### config.mk
export PLATFORM = sky130hd
export DESIGN_NAME = lc3b_pipeline
export DESIGN_NICKNAME = d
export VERILOG_FILES = /design/src/hw/lc3b_pkg.sv /design/src/hw/lc3b_fetch.sv /design/src/hw/lc3b_decode.sv /design/src/hw/lc3b_hazard.sv /design/src/hw/lc3b_execute.sv /design/src/hw/lc3b_writeback.sv /design/src/hw/lc3b_pipeline.sv
export SDC_FILE = /design/constraint.sdc
export NUM_CORES = 1
export LEC_CHECK = 0
export ABC_AREA = 1
export BUFFER_PORTS_ARGS = -buffer_cell sky130_fd_sc_hd__buf_2
export CAP_MARGIN = 20
export CORE_MARGIN = 1
export CORE_UTILIZATION = 30
export CTS_CLUSTER_DIAMETER = 40
export CTS_CLUSTER_SIZE = 25
export DETAILED_ROUTE_END_ITERATION = 8
export PLACE_DENSITY = 0.42
export SETUP_SLACK_MARGIN = 0.5
export SYNTH_ARGS = -nofsm -noshare
export SYNTH_HDL_FRONTEND = slang
export SYNTH_SLANG_ARGS = --single-unit
### constraint.sdc
create_clock -name clk -period 4.1 [get_ports clk]
set_clock_uncertainty 0.05 [all_clocks]
set_input_delay 1.025 -clock clk [delete_from_list [all_inputs] [get_ports clk]]
set_output_delay 1.025 -clock clk [all_outputs]
set_load 0.05 [all_outputs]
### src/hw/lc3b_pkg.sv
`default_nettype none

package lc3b_pkg;

    typedef logic [15:0] lc3b_word;
    typedef logic [2:0]  lc3b_reg;
    typedef logic [2:0]  lc3b_nzp;

    typedef enum logic [3:0] {
        op_br  = 4'b0000,
        op_add = 4'b0001,
        op_and = 4'b0101,
        op_ldr = 4'b0110,
        op_str = 4'b0111,
        op_not = 4'b1001,
        op_lea = 4'b1110
    } lc3b_opcode;

    typedef enum logic [1:0] {alu_add, alu_and, alu_not, alu_pass} lc3b_alu_op;
    typedef enum logic [1:0] {wb_alu, wb_mem, wb_target} lc3b_wb_sel;
    typedef enum logic [1:0] {fwd_none, fwd_mem, fwd_wb} lc3b_fwd_sel;

    // operate format, sr2 lives in imm5[2:0] when imm is clear
    typedef struct packed {
        lc3b_opcode opcode;
        lc3b_reg    dr;
        lc3b_reg    sr1;
        logic       imm;
        logic [4:0] imm5;
    } lc3b_opr_fmt;

    typedef struct packed {
        lc3b_opcode opcode;
        lc3b_reg    dr_sr;
        lc3b_reg    base;
        logic [5:0] offset6;
    } lc3b_mem_fmt;

    typedef struct packed {
        lc3b_opcode opcode;
        lc3b_nzp    nzp;
        logic [8:0] pcoffset9;
    } lc3b_br_fmt;

    typedef union packed {
        lc3b_opr_fmt opr;
        lc3b_mem_fmt mem;
        lc3b_br_fmt  br;
    } lc3b_instr;

    typedef struct packed {
        lc3b_alu_op alu_op;
        logic       use_imm;
        // base + (offset6 << 1) for LDR/STR
        logic       use_offset6;
        logic       mem_read;
        logic       mem_write;
        logic       load_regfile;
        logic       load_cc;
        lc3b_wb_sel wb_sel;
        logic       is_br;
    } lc3b_ctrl;

    typedef struct packed {
        lc3b_ctrl   ctrl;
        lc3b_word   pc;
        lc3b_reg    src1;
        lc3b_reg    src2;
        lc3b_word   src1_data;
        lc3b_word   src2_data;
        // branch mask for BR
        lc3b_reg    dr;
        logic [8:0] low9;
    } lc3b_id_ex;

    typedef struct packed {
        lc3b_ctrl ctrl;
        lc3b_reg  dr;
        lc3b_word alu;
        lc3b_word target;
        lc3b_word store_data;
        lc3b_nzp  nzp;
    } lc3b_ex_mem;

    typedef struct packed {
        lc3b_ctrl ctrl;
        lc3b_reg  dr;
        lc3b_word alu;
        lc3b_word mem_data;
        lc3b_word target;
        lc3b_nzp  nzp;
    } lc3b_mem_wb;

    localparam lc3b_word RESET_PC = 16'h0000;

    // result an instruction writes back, also what MEM forwards to EX
    function automatic lc3b_word select_result(input lc3b_wb_sel sel, input lc3b_word alu,
                                               input lc3b_word mem, input lc3b_word target);
        case (sel)
            wb_mem:    return mem;
            wb_target: return target;
            default:   return alu;
        endcase
    endfunction

endpackage

`default_nettype wire

### src/hw/lc3b_fetch.sv
`default_nettype none
`timescale 1ns/10ps

module lc3b_fetch (
    input  wire logic                clk,
    input  wire logic                i_arst_n,
    input  wire logic                i_stall,
    input  wire logic                i_br_taken,
    input  wire lc3b_pkg::lc3b_word  i_br_target,
    input  wire lc3b_pkg::lc3b_word  i_imem_rdata,
    output lc3b_pkg::lc3b_word       o_imem_addr,
    output lc3b_pkg::lc3b_word       o_if_pc,
    output lc3b_pkg::lc3b_instr      o_if_instr
);

    lc3b_pkg::lc3b_word pc_q;
    lc3b_pkg::lc3b_word pc_plus2;

    assign pc_plus2    = pc_q + 16'd2;
    assign o_imem_addr = pc_q;

    // branch redirect wins over the load-use hold
    always_ff @(posedge clk or negedge i_arst_n) begin
        if (!i_arst_n) begin
            pc_q <= lc3b_pkg::RESET_PC;
        end else if (i_br_taken) begin
            pc_q <= i_br_target;
        end else if (!i_stall) begin
            pc_q <= pc_plus2;
        end
    end

    // IF/ID, a zero word decodes as BR never
    always_ff @(posedge clk or negedge i_arst_n) begin
        if (!i_arst_n) begin
            o_if_instr <= '0;
        end else if (i_br_taken) begin
            o_if_instr <= '0;
        end else if (!i_stall) begin
            o_if_instr <= i_imem_rdata;
        end
    end

    always_ff @(posedge clk) begin
        if (!i_stall) begin
            o_if_pc <= pc_plus2;
        end
    end

    // targets come from WB, so this covers the whole offset path
    a_pc_even: assert property (@(posedge clk) disable iff (!i_arst_n) !pc_q[0])
        else $error("odd PC %h", pc_q);

endmodule

`default_nettype wire

### src/hw/lc3b_decode.sv
`default_nettype none
`timescale 1ns/10ps

module lc3b_decode #(
    parameter int REG_COUNT = 8
) (
    input  wire logic                clk,
    input  wire logic                i_arst_n,
    input  wire logic                i_stall,
    input  wire logic                i_flush,
    input  wire lc3b_pkg::lc3b_word  i_if_pc,
    input  wire lc3b_pkg::lc3b_instr i_if_instr,
    input  wire logic                i_wb_we,
    input  wire lc3b_pkg::lc3b_reg   i_wb_dest,
    input  wire lc3b_pkg::lc3b_word  i_wb_data,
    output lc3b_pkg::lc3b_id_ex      o_id_ex,
    output lc3b_pkg::lc3b_reg        o_id_dest,
    output lc3b_pkg::lc3b_reg        o_id_src1,
    output lc3b_pkg::lc3b_reg        o_id_src2
);

    localparam int RA_W = $clog2(REG_COUNT);

    lc3b_pkg::lc3b_word regs [REG_COUNT];
    lc3b_pkg::lc3b_ctrl ctrl;
    lc3b_pkg::lc3b_word src1_data;
    lc3b_pkg::lc3b_word src2_data;

    always_comb begin
        ctrl = '0;
        case (i_if_instr.opr.opcode)
            lc3b_pkg::op_add, lc3b_pkg::op_and: begin
                if (i_if_instr.opr.opcode == lc3b_pkg::op_add) begin
                    ctrl.alu_op = lc3b_pkg::alu_add;
                end else begin
                    ctrl.alu_op = lc3b_pkg::alu_and;
                end
                ctrl.use_imm      = i_if_instr.opr.imm;
                ctrl.load_regfile = 1'b1;
                ctrl.load_cc      = 1'b1;
            end
            lc3b_pkg::op_not: begin
                ctrl.alu_op       = lc3b_pkg::alu_not;
                ctrl.load_regfile = 1'b1;
                ctrl.load_cc      = 1'b1;
            end
            lc3b_pkg::op_ldr: begin
                ctrl.use_offset6  = 1'b1;
                ctrl.mem_read     = 1'b1;
                ctrl.load_regfile = 1'b1;
                ctrl.load_cc      = 1'b1;
                ctrl.wb_sel       = lc3b_pkg::wb_mem;
            end
            lc3b_pkg::op_str: begin
                ctrl.use_offset6 = 1'b1;
                ctrl.mem_write   = 1'b1;
            end
            // LC-3b LEA leaves the condition codes alone
            lc3b_pkg::op_lea: begin
                ctrl.load_regfile = 1'b1;
                ctrl.wb_sel       = lc3b_pkg::wb_target;
            end
            lc3b_pkg::op_br: ctrl.is_br = 1'b1;
            default: ctrl = '0;
        endcase
    end

    // sr1 and the LDR/STR base share bits 8:6
    assign o_id_src1 = i_if_instr.opr.sr1;
    assign o_id_src2 = (i_if_instr.opr.opcode == lc3b_pkg::op_str) ? i_if_instr.mem.dr_sr
                                                                  : i_if_instr.opr.imm5[2:0];
    assign o_id_dest = i_if_instr.opr.dr;

    always_ff @(posedge clk) begin
        if (i_wb_we) begin
            regs[i_wb_dest[RA_W-1:0]] <= i_wb_data;
        end
    end

    // write-through, a WB write in this cycle is seen here
    assign src1_data = (i_wb_we && i_wb_dest == o_id_src1) ? i_wb_data
                                                         : regs[o_id_src1[RA_W-1:0]];
    assign src2_data = (i_wb_we && i_wb_dest == o_id_src2) ? i_wb_data
                                                         : regs[o_id_src2[RA_W-1:0]];

    always_ff @(posedge clk or negedge i_arst_n) begin
        if (!i_arst_n) begin
            o_id_ex <= '0;
        end else if (i_flush || i_stall) begin
            o_id_ex <= '0;
        end else begin
            o_id_ex.ctrl      <= ctrl;
            o_id_ex.pc        <= i_if_pc;
            o_id_ex.src1      <= o_id_src1;
            o_id_ex.src2      <= o_id_src2;
            o_id_ex.src1_data <= src1_data;
            o_id_ex.src2_data <= src2_data;
            o_id_ex.dr        <= o_id_dest;
            o_id_ex.low9      <= i_if_instr.br.pcoffset9;
        end
    end

endmodule

`default_nettype wire

### src/hw/lc3b_hazard.sv
`default_nettype none
`timescale 1ns/10ps

module lc3b_hazard (
    input  wire lc3b_pkg::lc3b_reg i_ex_src1,
    input  wire lc3b_pkg::lc3b_reg i_ex_src2,
    input  wire logic              i_ex_is_load,
    input  wire lc3b_pkg::lc3b_reg i_ex_dest,
    input  wire lc3b_pkg::lc3b_reg i_id_src1,
    input  wire lc3b_pkg::lc3b_reg i_id_src2,
    input  wire lc3b_pkg::lc3b_reg i_mem_dest,
    input  wire logic              i_mem_we,
    input  wire lc3b_pkg::lc3b_reg i_wb_dest,
    input  wire logic              i_wb_we,
    output lc3b_pkg::lc3b_fwd_sel  o_fwd_a,
    output lc3b_pkg::lc3b_fwd_sel  o_fwd_b,
    output logic                   o_stall
);

    // the younger producer in MEM wins over WB
    function automatic lc3b_pkg::lc3b_fwd_sel fwd_pick(input lc3b_pkg::lc3b_reg src);
        if (i_mem_we && i_mem_dest == src) begin
            return lc3b_pkg::fwd_mem;
        end else if (i_wb_we && i_wb_dest == src) begin
            return lc3b_pkg::fwd_wb;
        end
        return lc3b_pkg::fwd_none;
    endfunction

    always_comb begin
        o_fwd_a = fwd_pick(i_ex_src1);
        o_fwd_b = fwd_pick(i_ex_src2);
        // load data only exists in MEM, one bubble covers it
        o_stall = i_ex_is_load && (i_ex_dest == i_id_src1 || i_ex_dest == i_id_src2);
    end

endmodule

`default_nettype wire

### src/hw/lc3b_execute.sv
`default_nettype none
`timescale 1ns/10ps

module lc3b_execute (
    input  wire logic                  clk,
    input  wire logic                  i_arst_n,
    input  wire logic                  i_flush,
    input  wire lc3b_pkg::lc3b_id_ex   i_id_ex,
    input  wire lc3b_pkg::lc3b_fwd_sel i_fwd_a,
    input  wire lc3b_pkg::lc3b_fwd_sel i_fwd_b,
    input  wire lc3b_pkg::lc3b_word    i_wb_fwd,
    input  wire lc3b_pkg::lc3b_word    i_dmem_rdata,
    output lc3b_pkg::lc3b_ex_mem       o_ex_mem,
    output lc3b_pkg::lc3b_word         o_dmem_addr,
    output lc3b_pkg::lc3b_word         o_dmem_wdata,
    output logic                       o_dmem_we
);

    lc3b_pkg::lc3b_word mem_fwd;
    lc3b_pkg::lc3b_word opa;
    lc3b_pkg::lc3b_word opb;
    lc3b_pkg::lc3b_word imm5_sext;
    lc3b_pkg::lc3b_word off6_adj;
    lc3b_pkg::lc3b_word off9_adj;
    lc3b_pkg::lc3b_word alu_b;
    lc3b_pkg::lc3b_word alu_out;

    function automatic lc3b_pkg::lc3b_word fwd_mux(input lc3b_pkg::lc3b_fwd_sel sel,
                                                   input lc3b_pkg::lc3b_word reg_data);
        case (sel)
            lc3b_pkg::fwd_mem: return mem_fwd;
            lc3b_pkg::fwd_wb:  return i_wb_fwd;
            default:           return reg_data;
        endcase
    endfunction

    // load data arrives combinationally while the LDR sits in MEM
    assign mem_fwd = lc3b_pkg::select_result(o_ex_mem.ctrl.wb_sel, o_ex_mem.alu,
                                             i_dmem_rdata, o_ex_mem.target);

    always_comb begin
        opa = fwd_mux(i_fwd_a, i_id_ex.src1_data);
        opb = fwd_mux(i_fwd_b, i_id_ex.src2_data);
    end

    assign imm5_sext = {{11{i_id_ex.low9[4]}}, i_id_ex.low9[4:0]};
    assign off6_adj  = {{9{i_id_ex.low9[5]}}, i_id_ex.low9[5:0], 1'b0};
    assign off9_adj  = {{6{i_id_ex.low9[8]}}, i_id_ex.low9, 1'b0};

    assign alu_b = i_id_ex.ctrl.use_imm     ? imm5_sext :
                   i_id_ex.ctrl.use_offset6 ? off6_adj  : opb;

    always_comb begin
        case (i_id_ex.ctrl.alu_op)
            lc3b_pkg::alu_add: alu_out = opa + alu_b;
            lc3b_pkg::alu_and: alu_out = opa & alu_b;
            lc3b_pkg::alu_not: alu_out = ~opa;
            default:           alu_out = alu_b;
        endcase
    end

    always_ff @(posedge clk or negedge i_arst_n) begin
        if (!i_arst_n) begin
            o_ex_mem <= '0;
        end else if (i_flush) begin
            o_ex_mem <= '0;
        end else begin
            o_ex_mem.ctrl       <= i_id_ex.ctrl;
            o_ex_mem.dr         <= i_id_ex.dr;
            o_ex_mem.alu        <= alu_out;
            // pc here is already pc+2
            o_ex_mem.target     <= i_id_ex.pc + off9_adj;
            o_ex_mem.store_data <= opb;
            o_ex_mem.nzp        <= i_id_ex.dr;
        end
    end

    assign o_dmem_addr  = o_ex_mem.alu;
    assign o_dmem_wdata = o_ex_mem.store_data;
    // a store in the shadow of a taken branch must not land
    assign o_dmem_we    = o_ex_mem.ctrl.mem_write & ~i_flush;

endmodule

`default_nettype wire

### src/hw/lc3b_writeback.sv
`default_nettype none
`timescale 1ns/10ps

module lc3b_writeback (
    input  wire logic                 clk,
    input  wire logic                 i_arst_n,
    input  wire lc3b_pkg::lc3b_ex_mem i_ex_mem,
    input  wire lc3b_pkg::lc3b_word   i_dmem_rdata,
    output logic                      o_wb_we,
    output lc3b_pkg::lc3b_reg         o_wb_dest,
    output lc3b_pkg::lc3b_word        o_wb_data,
    output logic                      o_br_taken,
    output lc3b_pkg::lc3b_word        o_br_target
);

    lc3b_pkg::lc3b_mem_wb mem_wb_q;
    lc3b_pkg::lc3b_nzp    cc_q;
    lc3b_pkg::lc3b_nzp    new_cc;

    // the instruction leaving MEM is the fourth squashed slot
    always_ff @(posedge clk or negedge i_arst_n) begin
        if (!i_arst_n) begin
            mem_wb_q <= '0;
        end else if (o_br_taken) begin
            mem_wb_q <= '0;
        end else begin
            mem_wb_q.ctrl     <= i_ex_mem.ctrl;
            mem_wb_q.dr       <= i_ex_mem.dr;
            mem_wb_q.alu      <= i_ex_mem.alu;
            mem_wb_q.mem_data <= i_dmem_rdata;
            mem_wb_q.target   <= i_ex_mem.target;
            mem_wb_q.nzp      <= i_ex_mem.nzp;
        end
    end

    assign o_wb_data = lc3b_pkg::select_result(mem_wb_q.ctrl.wb_sel, mem_wb_q.alu,
                                               mem_wb_q.mem_data, mem_wb_q.target);
    assign o_wb_we   = mem_wb_q.ctrl.load_regfile;
    assign o_wb_dest = mem_wb_q.dr;

    always_comb begin
        if (o_wb_data[15]) begin
            new_cc = 3'b100;
        end else if (o_wb_data == '0) begin
            new_cc = 3'b010;
        end else begin
            new_cc = 3'b001;
        end
    end

    // starts at z so BRnzp is taken even before the first cc write
    always_ff @(posedge clk or negedge i_arst_n) begin
        if (!i_arst_n) begin
            cc_q <= 3'b010;
        end else if (mem_wb_q.ctrl.load_cc) begin
            cc_q <= new_cc;
        end
    end

    assign o_br_taken  = mem_wb_q.ctrl.is_br && |(cc_q & mem_wb_q.nzp);
    assign o_br_target = mem_wb_q.target;

    // the nzp mask rides in dr, so a branch must never write a register
    a_br_no_write: assert property (@(posedge clk) disable iff (!i_arst_n)
                                    mem_wb_q.ctrl.is_br |-> !o_wb_we)
        else $error("branch writes register %0d", o_wb_dest);

endmodule

`default_nettype wire

### src/hw/lc3b_pipeline.sv
`default_nettype none
`timescale 1ns/10ps

module lc3b_pipeline #(
    parameter int REG_COUNT = 8
) (
    input  wire logic               clk,
    input  wire logic               i_arst_n,
    output lc3b_pkg::lc3b_word      o_imem_addr,
    input  wire lc3b_pkg::lc3b_word i_imem_rdata,
    output lc3b_pkg::lc3b_word      o_dmem_addr,
    output lc3b_pkg::lc3b_word      o_dmem_wdata,
    output logic                    o_dmem_we,
    input  wire lc3b_pkg::lc3b_word i_dmem_rdata
);

    logic                  stall;
    logic                  br_taken;
    lc3b_pkg::lc3b_word    br_target;
    lc3b_pkg::lc3b_word    if_pc;
    lc3b_pkg::lc3b_instr   if_instr;
    lc3b_pkg::lc3b_reg     id_src1;
    lc3b_pkg::lc3b_reg     id_src2;
    lc3b_pkg::lc3b_id_ex   id_ex;
    lc3b_pkg::lc3b_ex_mem  ex_mem;
    lc3b_pkg::lc3b_fwd_sel fwd_a;
    lc3b_pkg::lc3b_fwd_sel fwd_b;
    logic                  wb_we;
    lc3b_pkg::lc3b_reg     wb_dest;
    lc3b_pkg::lc3b_word    wb_data;

    lc3b_fetch fetch_inst (
        .clk, .i_arst_n, .i_stall(stall), .i_br_taken(br_taken), .i_br_target(br_target),
        .i_imem_rdata, .o_imem_addr, .o_if_pc(if_pc), .o_if_instr(if_instr)
    );

    lc3b_decode #(.REG_COUNT(REG_COUNT)) decode_inst (
        .clk, .i_arst_n, .i_stall(stall), .i_flush(br_taken),
        .i_if_pc(if_pc), .i_if_instr(if_instr),
        .i_wb_we(wb_we), .i_wb_dest(wb_dest), .i_wb_data(wb_data),
        .o_id_ex(id_ex), .o_id_dest(), .o_id_src1(id_src1), .o_id_src2(id_src2)
    );

    lc3b_hazard hazard_inst (
        .i_ex_src1(id_ex.src1), .i_ex_src2(id_ex.src2),
        .i_ex_is_load(id_ex.ctrl.mem_read), .i_ex_dest(id_ex.dr),
        .i_id_src1(id_src1), .i_id_src2(id_src2),
        .i_mem_dest(ex_mem.dr), .i_mem_we(ex_mem.ctrl.load_regfile),
        .i_wb_dest(wb_dest), .i_wb_we(wb_we),
        .o_fwd_a(fwd_a), .o_fwd_b(fwd_b), .o_stall(stall)
    );

    lc3b_execute execute_inst (
        .clk, .i_arst_n, .i_flush(br_taken), .i_id_ex(id_ex),
        .i_fwd_a(fwd_a), .i_fwd_b(fwd_b), .i_wb_fwd(wb_data), .i_dmem_rdata,
        .o_ex_mem(ex_mem), .o_dmem_addr, .o_dmem_wdata, .o_dmem_we
    );

    lc3b_writeback writeback_inst (
        .clk, .i_arst_n, .i_ex_mem(ex_mem), .i_dmem_rdata,
        .o_wb_we(wb_we), .o_wb_dest(wb_dest), .o_wb_data(wb_data),
        .o_br_taken(br_taken), .o_br_target(br_target)
    );

endmodule

`default_nettype wire

# Word-level counts from Yosys, hierarchy flattened
# Memory sizes are Yosys's and may differ from the RTL's.
# Cells that the tools add are included.
# word_totals
latch_bits	0
romBits	0
mem_count	1
ram_bits	128
input_bits	34
word_cells	132
reg_bits	247
# memory_table
name	words	word_bits	rd	rd_ports_with_merged_regs	wr	line	rtl
decode_inst.regs	8	16	2	0	1	lc3b_decode.sv:24	lc3b_pkg::lc3b_word regs [REG_COUNT];
# classes
div_mod_pow	0
magnitude_cmp	0
reduce_logical	18
n_mux	41
mul	0
n_eq_ne	25
bitwise	5
addsub	3
n_shift	0
# op_table
op	n
$mux 16	8
$pmux 16 s2	4
$mux 77	1
$mux 65	1
$mux 59	1
$pmux 16 s3	1
$add 16x16->16	2
$eq 3x3->1	8
$add 16x2->16 const B	1
$and 16x16->16	1
$logic_not 16->1	1
$not 16->16	1
$mux 1	14
$mux 2	7
$eq 4x3->1 const B	3
$eq 2x1->1 const B	5
$eq 2x2->1 const B	5
$eq 4x4->1 const B	2
$logic_and 1x1->1	8
$pmux 2 s2	2
$mux 3	2
$reduce_or 5->1	1
$eq 4x1->1 const B	1
$logic_not 4->1	1
9 further kinds	11

# Depth between registers and ports, before layout
# Gate-level depths: netlist (run 1).
# depth
word_depth	12
ltp_mapped	24
depth_no_buf	23

# Modules after synthesis
# Synthesis (run 1) repeated with hierarchy kept, for this count alone.
# hier_totals
hier_cells	2552
hier_area_um2	20437.1
# modules_own_cells
mod	seq_area_each_um2	n_inst	area_each_um2	cells_each
lc3b_decode	5670.4	1	9215.1	975
lc3b_execute	1551.5	1	5955.7	938
lc3b_writeback	1552.7	1	2765.2	345
lc3b_fetch	1281.2	1	2193.4	226
lc3b_hazard	0.0	1	307.8	68

# Least setup slack after synthesis (run 1)
# No wires, ideal clock.
# synth_timing
path_kind	register to output
from	register, netlist name writeback_inst.o_wb_dest[2]
to	output port o_dmem_we
path_stages_with_launch	9
setup_slack_ps	984
n_path_buf	3
arrival_time_ps	2041
required_time_ps	3025
cell_sequence	dfrtp_1 buf_2 inv_2 o221ai_1 nand2_1 clkinv_1 clkbuf_1 clkbuf_1 nor2_1
# synth_rtl
element	line	rtl
end, declared	lc3b_pipeline.sv:13	output logic o_dmem_we,

# Worst setup path in the final report (run 1)
# layout_timing
from	register writeback_inst.mem_wb_q[56] (netlist bit)
to	register execute_inst.o_ex_mem, in the netlist execute_inst.o_dmem_addr[13]
# layout_between
elab_chain_len	8
# layout_rtl
element	line	rtl
start, declared	lc3b_writeback.sv:16	lc3b_pkg::lc3b_mem_wb mem_wb_q;
$eq 2x2->1 or $eq 2x1->1 (tied branches)	lc3b_pkg.sv:99	case (sel)
$pmux 16 s2 *	lc3b_pkg.sv:99	
$pmux 16 s2	lc3b_execute.sv:30	case (sel)
$mux 16	lc3b_execute.sv:51	i_id_ex.ctrl.use_offset6 ? off6_adj : opb;
$mux 16	lc3b_execute.sv:50	assign alu_b = i_id_ex.ctrl.use_imm ? imm5_sext :
$add 16x16->16 or $and 16x16->16 (tied branches)	lc3b_execute.sv:55, lc3b_execute.sv:56	
$pmux 16 s3 *	lc3b_execute.sv:54	case (i_id_ex.ctrl.alu_op)
$mux 65 *	lc3b_execute.sv:65	end else if (i_flush) begin
end, declared	lc3b_execute.sv:13	output lc3b_pkg::lc3b_ex_mem o_ex_mem,
# Every way passes the cells marked *; elsewhere a longest branch is shown, timed or not.
# A chain may end at the register's enable or synchronous reset.

==> qor.yml, run 1 <==
status: "finished clean"
grt_pass1_vias: 16900
overflow: 0
cp_max_fo: 23
viasPerCell: 4.99
io_pins: 83
synth-seq-cells: 365
drc: 0
grt_use_total: 0.217
max_freq_mhz: 289
cts.hold.buffers_added: 0
wl_mm: 71.3
p_leak_uw: 0.0109
rsz0062_at_grt: "yes"
ys.warnings.count: 0
root_buffer: "clkbuf_16"
netlist_instances: 2417
firstDrtPassIters: 7
crit_type: "flop to flop"
peakVddDrop_mv: 0.287
gp_congestion: 0.857
hold_path.class: "input port to async pin"
vias: 17000
cts.htree.levels: 3
core_area_mm2: 0.0635
timing.max_slew.rel_slack: 0.349
wl_per_cell_um: 20.9
ant_nets: 0
fillers: 6538
worst_ep_required_time_ps: 4540
pre_cts_ws_ps: 157
area_growth_pct: 22.0
multi_input_comb_area_mm2: 0.00792
die_x_um: 257
cap_violations: 0
power_density_mw_per_mm2: 786
syn_area_per_cell_um2: 8.05
fin_tns_setup_ps: 0
synthFlopType: "dfrtp_1"
p_total_uw: 18700
drtIter0Drc: 1421
regArea_mm2: 0.00986
r2r_start: "writeback_inst.mem_wb_q[56]$_DFF_PN0_"
tightest_slew_ps: 977
layout_common_cells: "597 x nand2_1, 329 x nand3_1, 308 x nor2_1, 255 x inv_1, 218 x dfrtp_1"
cts.path.max_buffers: 3
insertion_delay_ps: 620
fin_crit_sh: 0.845
dp_cells: 3253
synth_edf_count: 144
synth.distinct_cells: 47
grt_pass1_wl_mm: 108
final_common_cell: "nand2_1"
layout-drive-gt1-share: 0.139
start_kind: "flop"
antenna_found_initial: 1
yosysTopAreaCell: "dfrtp_1"
syn_area_mm2: 0.0195
synth_nets: 2488
cts_tree: "yes"
netlist_top_cells_area: "dfrtp_1 28%, edfxtp_1 22%, nand2_1 12%"
cp.arrival_ps: 3900
clkSinkCount: 365
start_util: 0.306
dieArea_mm2: 0.0659
slew_viol_final: 0
port-buffer-count: 82
layout.nets: 2569
netlist.area_leader.share: 0.283
setup_slack_ps: 635
async_flop_share: 0.605
cts_buffers: 77
grt_max_degree: 108
fin_util: 0.374
hpwl_mm: 48.8
setup_viol: 0
yosysSeqAreaShare: 0.507
path_clk_slew_ps: 50
placementRows: 92
die_h_um: 257
crit_path_end_kind: "flop"
hold_viol_final: 0
instances_no_fill: 3409
period_minus_slack_ps: 3460
crit_start: "writeback_inst.mem_wb_q[56]$_DFF_PN0_"
num_antenna_cells: 0
## final cells by class
cell class,count,share of cell area
sequential,365,0.415
multi-input combinational,1633,0.334
clock buffer,92,0.0869
timing repair buffer,154,0.0446
tap,846,0.0446
inverter,265,0.0426
clock inverter,52,0.0319
timing repair inverter,2,0.000632
## per-stage QoR
stage | area (um2) | hold WS (ps)
finish | 23700 | 309
CTS | 23500 | 318
global placement | 20700 | 405
floorplan | 19500 | 374
global route | 23700 | 336
detailed placement | 20700 | 410
## cells by family after synthesis
logic type | count (synthesis) | share of synthesized area
AND/OR/NAND/NOR | 1334 | 0.296
buffers and inverters | 419 | 0.0929
flip-flops | 365 | 0.507
AO/OA/AOI/OAI | 242 | 0.0709
adder cells (fa/ha/maj) | 37 | 0.0246
XOR/XNOR | 20 | 0.00900
## path summary, 6_finish.rpt
check                                                              end  slack (ps)  cells after the start
worst max-delay path            execute_inst.o_dmem_addr[13]$_DFF_PN0_         640                     19
worst min-delay path             writeback_inst.mem_wb_q[30]$_DFF_PN0_         310                      1
worst max register to register  execute_inst.o_dmem_addr[13]$_DFF_PN0_         640                     19
worst min register to register     execute_inst.o_ex_mem[19]$_DFF_PN0_         420                      2
max in group asynchronous       execute_inst.o_dmem_addr[10]$_DFF_PN0_        2830                      2
min in group clk                   execute_inst.o_ex_mem[19]$_DFF_PN0_         420                      2
## cell usage after synthesis (17+ instances only)
| master | instances |
|---|---|
| a21oi_1 | 58 |
| clkbuf_1 | 68 |
| o21ai_0 | 113 |
| nor3_1 | 17 |
| nor2_1 | 310 |
| nand3b_1 | 35 |
| dfrtp_1 | 220 |
| buf_2 | 26 |
| inv_1 | 258 |
| o221ai_1 | 19 |
| nand3_1 | 329 |
| nand2_1 | 600 |
| ha_1 | 35 |
| edfxtp_1 | 144 |
| buf_4 | 36 |
## report_power, final
part | switching (uW) | internal (uW) | total [uW]
combinational | 4470 | 1860 | 6320
sequential | 772 | 4900 | 5670
clock | 2250 | 4420 | 6680
total | 7490 | 11200 | 18700
## sequential cells by signal (all words and copies together), names as in the netlist, 16 cells and up
| register | flops |
|---|---|
| decode_inst.regs | 128 |
| decode_inst.o_id_ex | 73 |
| writeback_inst.mem_wb_q | 36 |
| execute_inst.o_ex_mem | 25 |
| execute_inst.o_dmem_addr | 16 |
| execute_inst.o_dmem_wdata | 16 |
| fetch_inst.o_if_instr | 16 |
| fetch_inst.o_if_pc | 16 |
| fetch_inst.o_imem_addr | 16 |
| writeback_inst.o_br_target | 16 |
## timing repair
| item | CTS | global route |
|---|---|---|
| cloned | 1 | 1 |
| endpoints found under the setup margin | 14 | 14 |
| gates resized for setup | 10 | 48 |
| buffers inserted | 0 | 9 |
| pin swaps | 0 | 1 |
## per-layer routing
metal | GRT usage | vias up | share of wire
met3 | 0.0304 | 120 | 0.054
li1 | - | 8028 | -
met2 | 0.342 | 560 | 0.46
met1 | 0.304 | 8296 | 0.46
met5 | 0 | - | 0
met4 | 0.0714 | 0 | 0.024
## worst max-delay path: stages, from the launching register on
cell	delay (ps)
dfrtp_1	380
ha_2	350
clkinvlp_4	150
buf_12	200
o21ai_1	320
buf_4	210
nand3_1	80
nand3b_1	110
inv_1	50
ha_1	360
nand2_1	170
inv_1	50
a21oi_1	240
nor2_1	100
nor2_1	140
nand3_1	80
nand2_1	60
nor2_1	50
nor2_1	110
nor2_1	50
Note: power is estimated with default switching activity, not from simulation.
==> inputs of run 2 (changes only) <==
--- a/config.mk
+++ b/config.mk
@@ -5,7 +5,7 @@
 export SDC_FILE = /design/constraint.sdc
 export NUM_CORES = 1
 export LEC_CHECK = 0
-export ABC_AREA = 1
+export ABC_AREA = 0
 export BUFFER_PORTS_ARGS = -buffer_cell sky130_fd_sc_hd__buf_2
 export CAP_MARGIN = 20
 export CORE_MARGIN = 1
@@ -13,7 +13,7 @@
 export CTS_CLUSTER_DIAMETER = 40
 export CTS_CLUSTER_SIZE = 25
 export DETAILED_ROUTE_END_ITERATION = 8
-export PLACE_DENSITY = 0.42
+export PLACE_DENSITY = 0.43
 export SETUP_SLACK_MARGIN = 0.5
 export SYNTH_ARGS = -nofsm -noshare
 export SYNTH_HDL_FRONTEND = slang
==> constraint.sdc (replaced) <==
create_clock -name clk -period 2.9 [get_ports clk]
set_clock_uncertainty 0.05 [all_clocks]
set_input_delay 0.725 -clock clk [delete_from_list [all_inputs] [get_ports clk]]
set_output_delay 0.725 -clock clk [all_outputs]
set_load 0.05 [all_outputs]
==> run 2 against run 1 <==
The flow now finishes with violations (setup timing). Global-route usage fell by 3.0 points. Flip-flop and latch count unchanged. Sequential power up 38%. Area after synthesis down 5.7%. Via count is 20% lower. Critical path type unchanged. Critical endpoint unchanged. Count of clock-buffer cells in the layout fell by 18. Register-to-register slack got worse by 1300 ps. Final area grew 6.9%. First-iteration DRC count down 43%. Total power increased by 41%.
==> qor.yml, run 2 <==
status: "finished, violations left"
violations: "setup timing"
syn_area_mm2: 0.0183
io_pins: 83
firstDrtPassIters: 8
grt_pass1_vias: 14200
synth-seq-cells: 365
hold_path.class: "input port to async pin"
netlist_instances: 1518
vias: 13500
cts.path.max_buffers: 3
ant_nets: 0
synth_nets: 1589
fin_tns_setup_ps: -6420
synthFlopType: "dfrtp_1"
yosysTopAreaCell: "dfrtp_1"
insertion_delay_ps: 600
p_leak_uw: 0.0105
grt_pass1_wl_mm: 87.3
setup_slack_ps: -642
start_util: 0.304
period_minus_slack_ps: 3540
met2_usage: 0.310
yosysSeqAreaShare: 0.537
use_met1: 0.248
rsz0062_at_grt: "yes"
ys.warnings.count: 0
gr-usage-met3: 0.0284
synth_commonest_cells: "220 x dfrtp_1, 144 x edfxtp_1, 117 x nor2_1, 99 x and2_1, 78 x nand2_1"
synth_edf_count: 144
async_flop_share: 0.605
synth.distinct_cells: 77
cts.htree.levels: 3
netlist_top_cells_area: "dfrtp_1 30%, edfxtp_1 24%, mux4_2 8.0%"
layout-drive-gt1-share: 0.422
syn_area_per_cell_um2: 12.1
tightest_slew_ps: 761
die_x_um: 249
layout.nets: 1913
p_total_uw: 26300
largest_register_ffs: 128
path_clk_slew_ps: 60
cts_buffers: 66
yosysMostFrequentCell: "dfrtp_1"
gp_congestion: 0.881
regArea_mm2: 0.00986
hpwl_mm: 39.9
fillers: 5665
root_buffer: "clkbuf_16"
instances_no_fill: 2676
cp_max_fo: 3
timing.max_slew.rel_slack: 0.491
die_h_um: 249
fin_crit_sh: 1.22
worst_ep_required_time_ps: 3340
grt_max_degree: 67
cp.arrival_ps: 3980
wl_mm: 58.4
cts_tree: "yes"
power_density_mw_per_mm2: 1040
wl_per_cell_um: 21.8
drtIter0Drc: 816
slew_viol_final: 0
overflow: 0
crit_path_end_kind: "flop"
netlist.area_leader.share: 0.300
multi_input_comb_area_mm2: 0.00882
peakVddDrop_mv: 0.376
cap_violations: 0
port-buffer-count: 82
grt_use_total: 0.187
crit_type: "flop to flop"
start_kind: "flop"
setup_viol: 15
max_freq_mhz: 282
layout_common_cells: "237 x buf_4, 215 x dfrtp_1, 144 x edfxtp_1, 104 x nor2_1, 80 x buf_2"
clkSinkCount: 365
drc: 0
viasPerCell: 5.05
hold_viol_final: 0
dieArea_mm2: 0.0621
final_common_cell: "buf_4"
placementRows: 90
cts.hold.buffers_added: 0
dp_cells: 2490
core_area_mm2: 0.0604
top_usage_layer: "met2"
area_growth_pct: 38.4
antenna_found_initial: 0
==> run 2: changes by cell type after synthesis, sizes merged, moves of 21 or more <==
cell,change
a211oi,+46
buf,-21
a22oi,+29
nand3,-297
xnor2,+23
mux2i,+79
nand3b,-32
inv,-243
mux4,+65
o21ai,-32
nand2,-533
and2,+99
nor2,-199
==> run 2: stage by stage <==
step | utilization | setup WS [ps] | hold slack [ps] | instance area [um2]
after global placement | 0.351 | -807 | 388 | 21200
after CTS | 0.406 | -589 | 45.9 | 24500
after detailed placement | 0.351 | -907 | 389 | 21200
after floorplan | - | -540 | 377 | 18500
after global routing | 0.420 | -753 | 55.2 | 25400
final | 0.421 | -642 | 36.4 | 25400
==> run 2: repair_timing <==
| action | in CTS | in global routing |
|---|---|---|
| pin swaps | 64 | 65 |
| setup buffers | 37 | 19 |
| endpoints found under the setup margin | 124 | 132 |
| resized for setup | 147 | 147 |
| cloned | 4 | 6 |
==> run 2: final cells by class <==
class | count | area share
Antenna cell | 1 | 0.0000986
Tap cell | 782 | 0.0386
Clock buffer | 74 | 0.0679
Sequential cell | 365 | 0.389
Inverter | 18 | 0.00266
Clock inverter | 45 | 0.0213
Multi-Input combinational cell | 999 | 0.347
Timing Repair Buffer | 392 | 0.134
==> run 2: report_power, final <==
part | internal, uW | switching [uW]
Combinational | 4910 | 5840
Clock | 4910 | 2820
Sequential | 6910 | 906
==> run 2: final timing paths <==
path / from / endpoint / slack [ps] / depth (start not counted)
setup / recovery: decode_inst.o_id_ex[44]$_DFF_PN0_ / execute_inst.o_dmem_addr[13]$_DFF_PN0_ / -640 / 13
hold / removal: i_arst_n / fetch_inst.o_imem_addr[13]$_DFFE_PN0P_ / 40 / 1
setup reg to reg: decode_inst.o_id_ex[44]$_DFF_PN0_ / execute_inst.o_dmem_addr[13]$_DFF_PN0_ / -640 / 13
hold reg to reg: execute_inst.o_ex_mem[57]$_DFF_PN0_ / writeback_inst.mem_wb_q[57]$_DFF_PN0_ / 400 / 1
max in group asynchronous: i_arst_n / writeback_inst.cc_q[1]$_DFFE_PN1P_ / 1880 / 2
min in group clk: i_dmem_rdata[10] / writeback_inst.mem_wb_q[29]$_DFF_PN0_ / 320 / 2
==> run 2: worst max-delay path, stage by stage, from the launching register on <==
cell and delay [ps]:
dfrtp_1 420, xor2_2 210, buf_4 150, o41a_1 310
a211o_1 270, a221oi_2 260, a21oi_1 90, ha_2 410
o21ai_4 80, o21ai_2 170, nand4_1 210, a31oi_1 230
mux2_2 360, a211oi_2 200
==> run 2: cell families (layout without fill, tap and decap cells) <==
logic type,count (synthesis),in the layout,synth area share
compound gates,331,331,0.119
xor+xnor,54,54,0.0258
fa+ha+maj,37,37,0.0261
buf+inv,154,529,0.0418
flops,365,365,0.537
mux,159,159,0.134
other cells,0,1,0
simple gates,418,418,0.117
==> run 2: per-layer routing <==
metal	share of wire	wire, um	vias to the layer above
li1	-	-	6270
met2	0.49	28600	298
met4	0.027	1590	0
met1	0.44	26000	6865
met5	0	0	-
met3	0.040	2330	90
==> inputs of run 3 (changes only) <==
--- a/config.mk
+++ b/config.mk
@@ -13,7 +13,7 @@
 export CTS_CLUSTER_DIAMETER = 40
 export CTS_CLUSTER_SIZE = 25
 export DETAILED_ROUTE_END_ITERATION = 8
-export PLACE_DENSITY = 0.43
+export PLACE_DENSITY = 0.53
 export SETUP_SLACK_MARGIN = 0.5
 export SYNTH_ARGS = -nofsm -noshare
 export SYNTH_HDL_FRONTEND = slang
==> run 3 against run 2 <==
The run still ends with setup timing left. Sequential power decreased by 0.6%. Non-clock buffer count decreased by 17. Routed wire length shrank 3.4%. Sequential share of layout area increased by 0.97 points. Via count fell by 0.13%. Count of clock-buffer cells in the layout decreased by 6. Final area is 2.4% lower. Critical endpoint is now execute_inst.o_dmem_addr[11]$_DFF_PN0_. Largest power group unchanged.
==> qor.yml, run 3 (synthesis gave the netlist of run 2 again) <==
worstReg2RegEnd: "execute_inst.o_dmem_addr[11]$_DFF_PN0_"
ant_nets: 0
antenna_found_initial: 0
clkSinkCount: 365
path_depth: 14
peakVddDrop_mv: 0.563
io_pins: 83
tightest_slew_ps: 789
grt_max_degree: 64
gp_congestion: 0.876
start_kind: "flop"
crit_path_end_kind: "flop"
viasPerCell: 5.09
p_total_uw: 25100
vias: 13500
die_x_um: 249
cp.arrival_ps: 4010
fillers: 5599
slowest_delay_ps: 530
power_density_mw_per_mm2: 1020
fin_tns_setup_ps: -7170
whs_endpoint: "writeback_inst.mem_wb_q[33]$_DFF_PN0_"
wl_per_cell_um: 21.3
path_clk_slew_ps: 70
root_buffer: "clkbuf_16"
cap_violations: 0
fin_crit_sh: 1.24
drc: 0
core_area_mm2: 0.0604
layout-drive-gt1-share: 0.382
final_common_cell: "buf_4"
worst-path-buf-inv: 3
placementRows: 90
overflow: 0
firstDrtPassIters: 5
insertion_delay_ps: 630
setup_slack_ps: -701
hpwl_mm: 37.8
die_h_um: 249
grt_use_total: 0.177
cts_tree: "yes"
grt_pass1_vias: 13900
setup_viol: 15
drtIter0Drc: 853
hold_path.class: "input port to flop"
period_minus_slack_ps: 3600
start_util: 0.304
violations: "setup timing"
slew_viol_final: 0
crit_type: "flop to flop"
whs_path_depth: 2
cp_max_fo: 8
hp-start: "i_dmem_rdata[14]"
layout.nets: 1892
port-buffer-count: 82
grt_pass1_wl_mm: 84.5
wl_mm: 56.4
p_leak_uw: 0.0102
layout_common_cells: "235 x buf_4, 214 x dfrtp_1, 144 x edfxtp_1, 105 x nor2_1, 98 x and2_1"
r2r_start: "decode_inst.o_id_ex[46]$_DFF_PN0_"
cts.htree.levels: 2
max_freq_mhz: 278
area_growth_pct: 35.0
largest_register_ffs: 128
dieArea_mm2: 0.0621
worst_ep_required_time_ps: 3310
r2r_setup_slack_ps: -700
crit_chain: "buf_4 -> xor2_2 -> or4b_4 -> buf_8 -> a211o_1 -> a21boi_2 -> ha_4 -> o21a_1 -> o21a_1 -> nand4_1 -> buf_4 -> a31oi_1 -> xor2_1 -> o311a_1"
cts.path.max_buffers: 3
hold_viol_final: 0
timing.max_slew.rel_slack: 0.473
status: "finished, violations left"
rsz0062_at_grt: "yes"
r2r_cells: 14
cts_buffers: 58
crit_slowest_cell: "or4b_4"
crit_family: "compound AO/OA/AOI/OAI gates"
run 3: how the worst max path moves through the flow:
stage	start	slack (ps)	end
final	decode_inst.o_id_ex[46]$_DFF_PN0_	-700	execute_inst.o_dmem_addr[11]$_DFF_PN0_
after floorplan	writeback_inst.o_wb_dest[2]$_DFF_PN0_	-540	execute_inst.o_dmem_addr[13]$_DFF_PN0_
after global routing	decode_inst.o_id_ex[46]$_DFF_PN0_	-830	execute_inst.o_dmem_addr[13]$_DFF_PN0_
after global placement	i_dmem_rdata[2]	-840	execute_inst.o_dmem_addr[13]$_DFF_PN0_
after CTS	writeback_inst.o_wb_dest[2]$_DFF_PN0_	-670	execute_inst.o_dmem_addr[13]$_DFF_PN0_
after detailed placement	i_dmem_rdata[2]	-930	execute_inst.o_dmem_addr[9]$_DFF_PN0_
run 3: area by class of cell:
type                       count  area [um2]  share of cell area
antenna                        1        2.50            0.000101
clock buffer                  68        1520              0.0613
clock inverter                40         522              0.0211
inverter                      18        67.6             0.00273
multi-input combinational   1003        8640               0.349
sequential                   365        9860               0.398
tap                          782         978              0.0395
timing repair buffer         375        3170               0.128
run 3: worst register-to-register path: cells and delay by family (launching register included):
kind            cells  cell delay (ps)
compound gates      6             1250
xor+xnor            2              310
fa+ha+maj           1              250
buf+inv             3              450
flops               1              440
simple gates        2              700
run 3: per-stage QoR:
step           instances  utilization  hold slack (ps)  area (um2)  setup slack (ps)
2_1_floorplan       1518            -              377       18500              -540
3_3_place_gp        2474        0.347              384       21000              -838
3_5_place_dp        2474        0.347              384       21000              -926
5_1_grt             2651        0.410              268       24800              -830
4_1_cts             2621        0.397              254       24000              -675
6_report            2652        0.410              285       24800              -701
run 3: power breakdown:
group | internal, uW | switching (uW)
Combinational | 4570 | 5720
Sequential | 6900 | 872
Clock | 4260 | 2820
Total | 15700 | 9410
run 3: timing repair:
action / 4_1_cts / 5_1_grt
hold buffers: 1 / 0
hold endpoints to repair: 45 / 0
setup endpoints to repair: 145 / 98
gates resized for setup: 131 / 103
buffers inserted: 30 / 25
pin swaps: 44 / 48
cloned: 8 / 5
run 3: routing by layer:
metal  wire length [um]  track usage  vias to the layer above
met5                  0            0                        -
met4               1390       0.0504                        0
met3               2550       0.0302                       91
met2              28400        0.307                      360
met1              24100        0.227                     6822
li1                   -            -                     6233
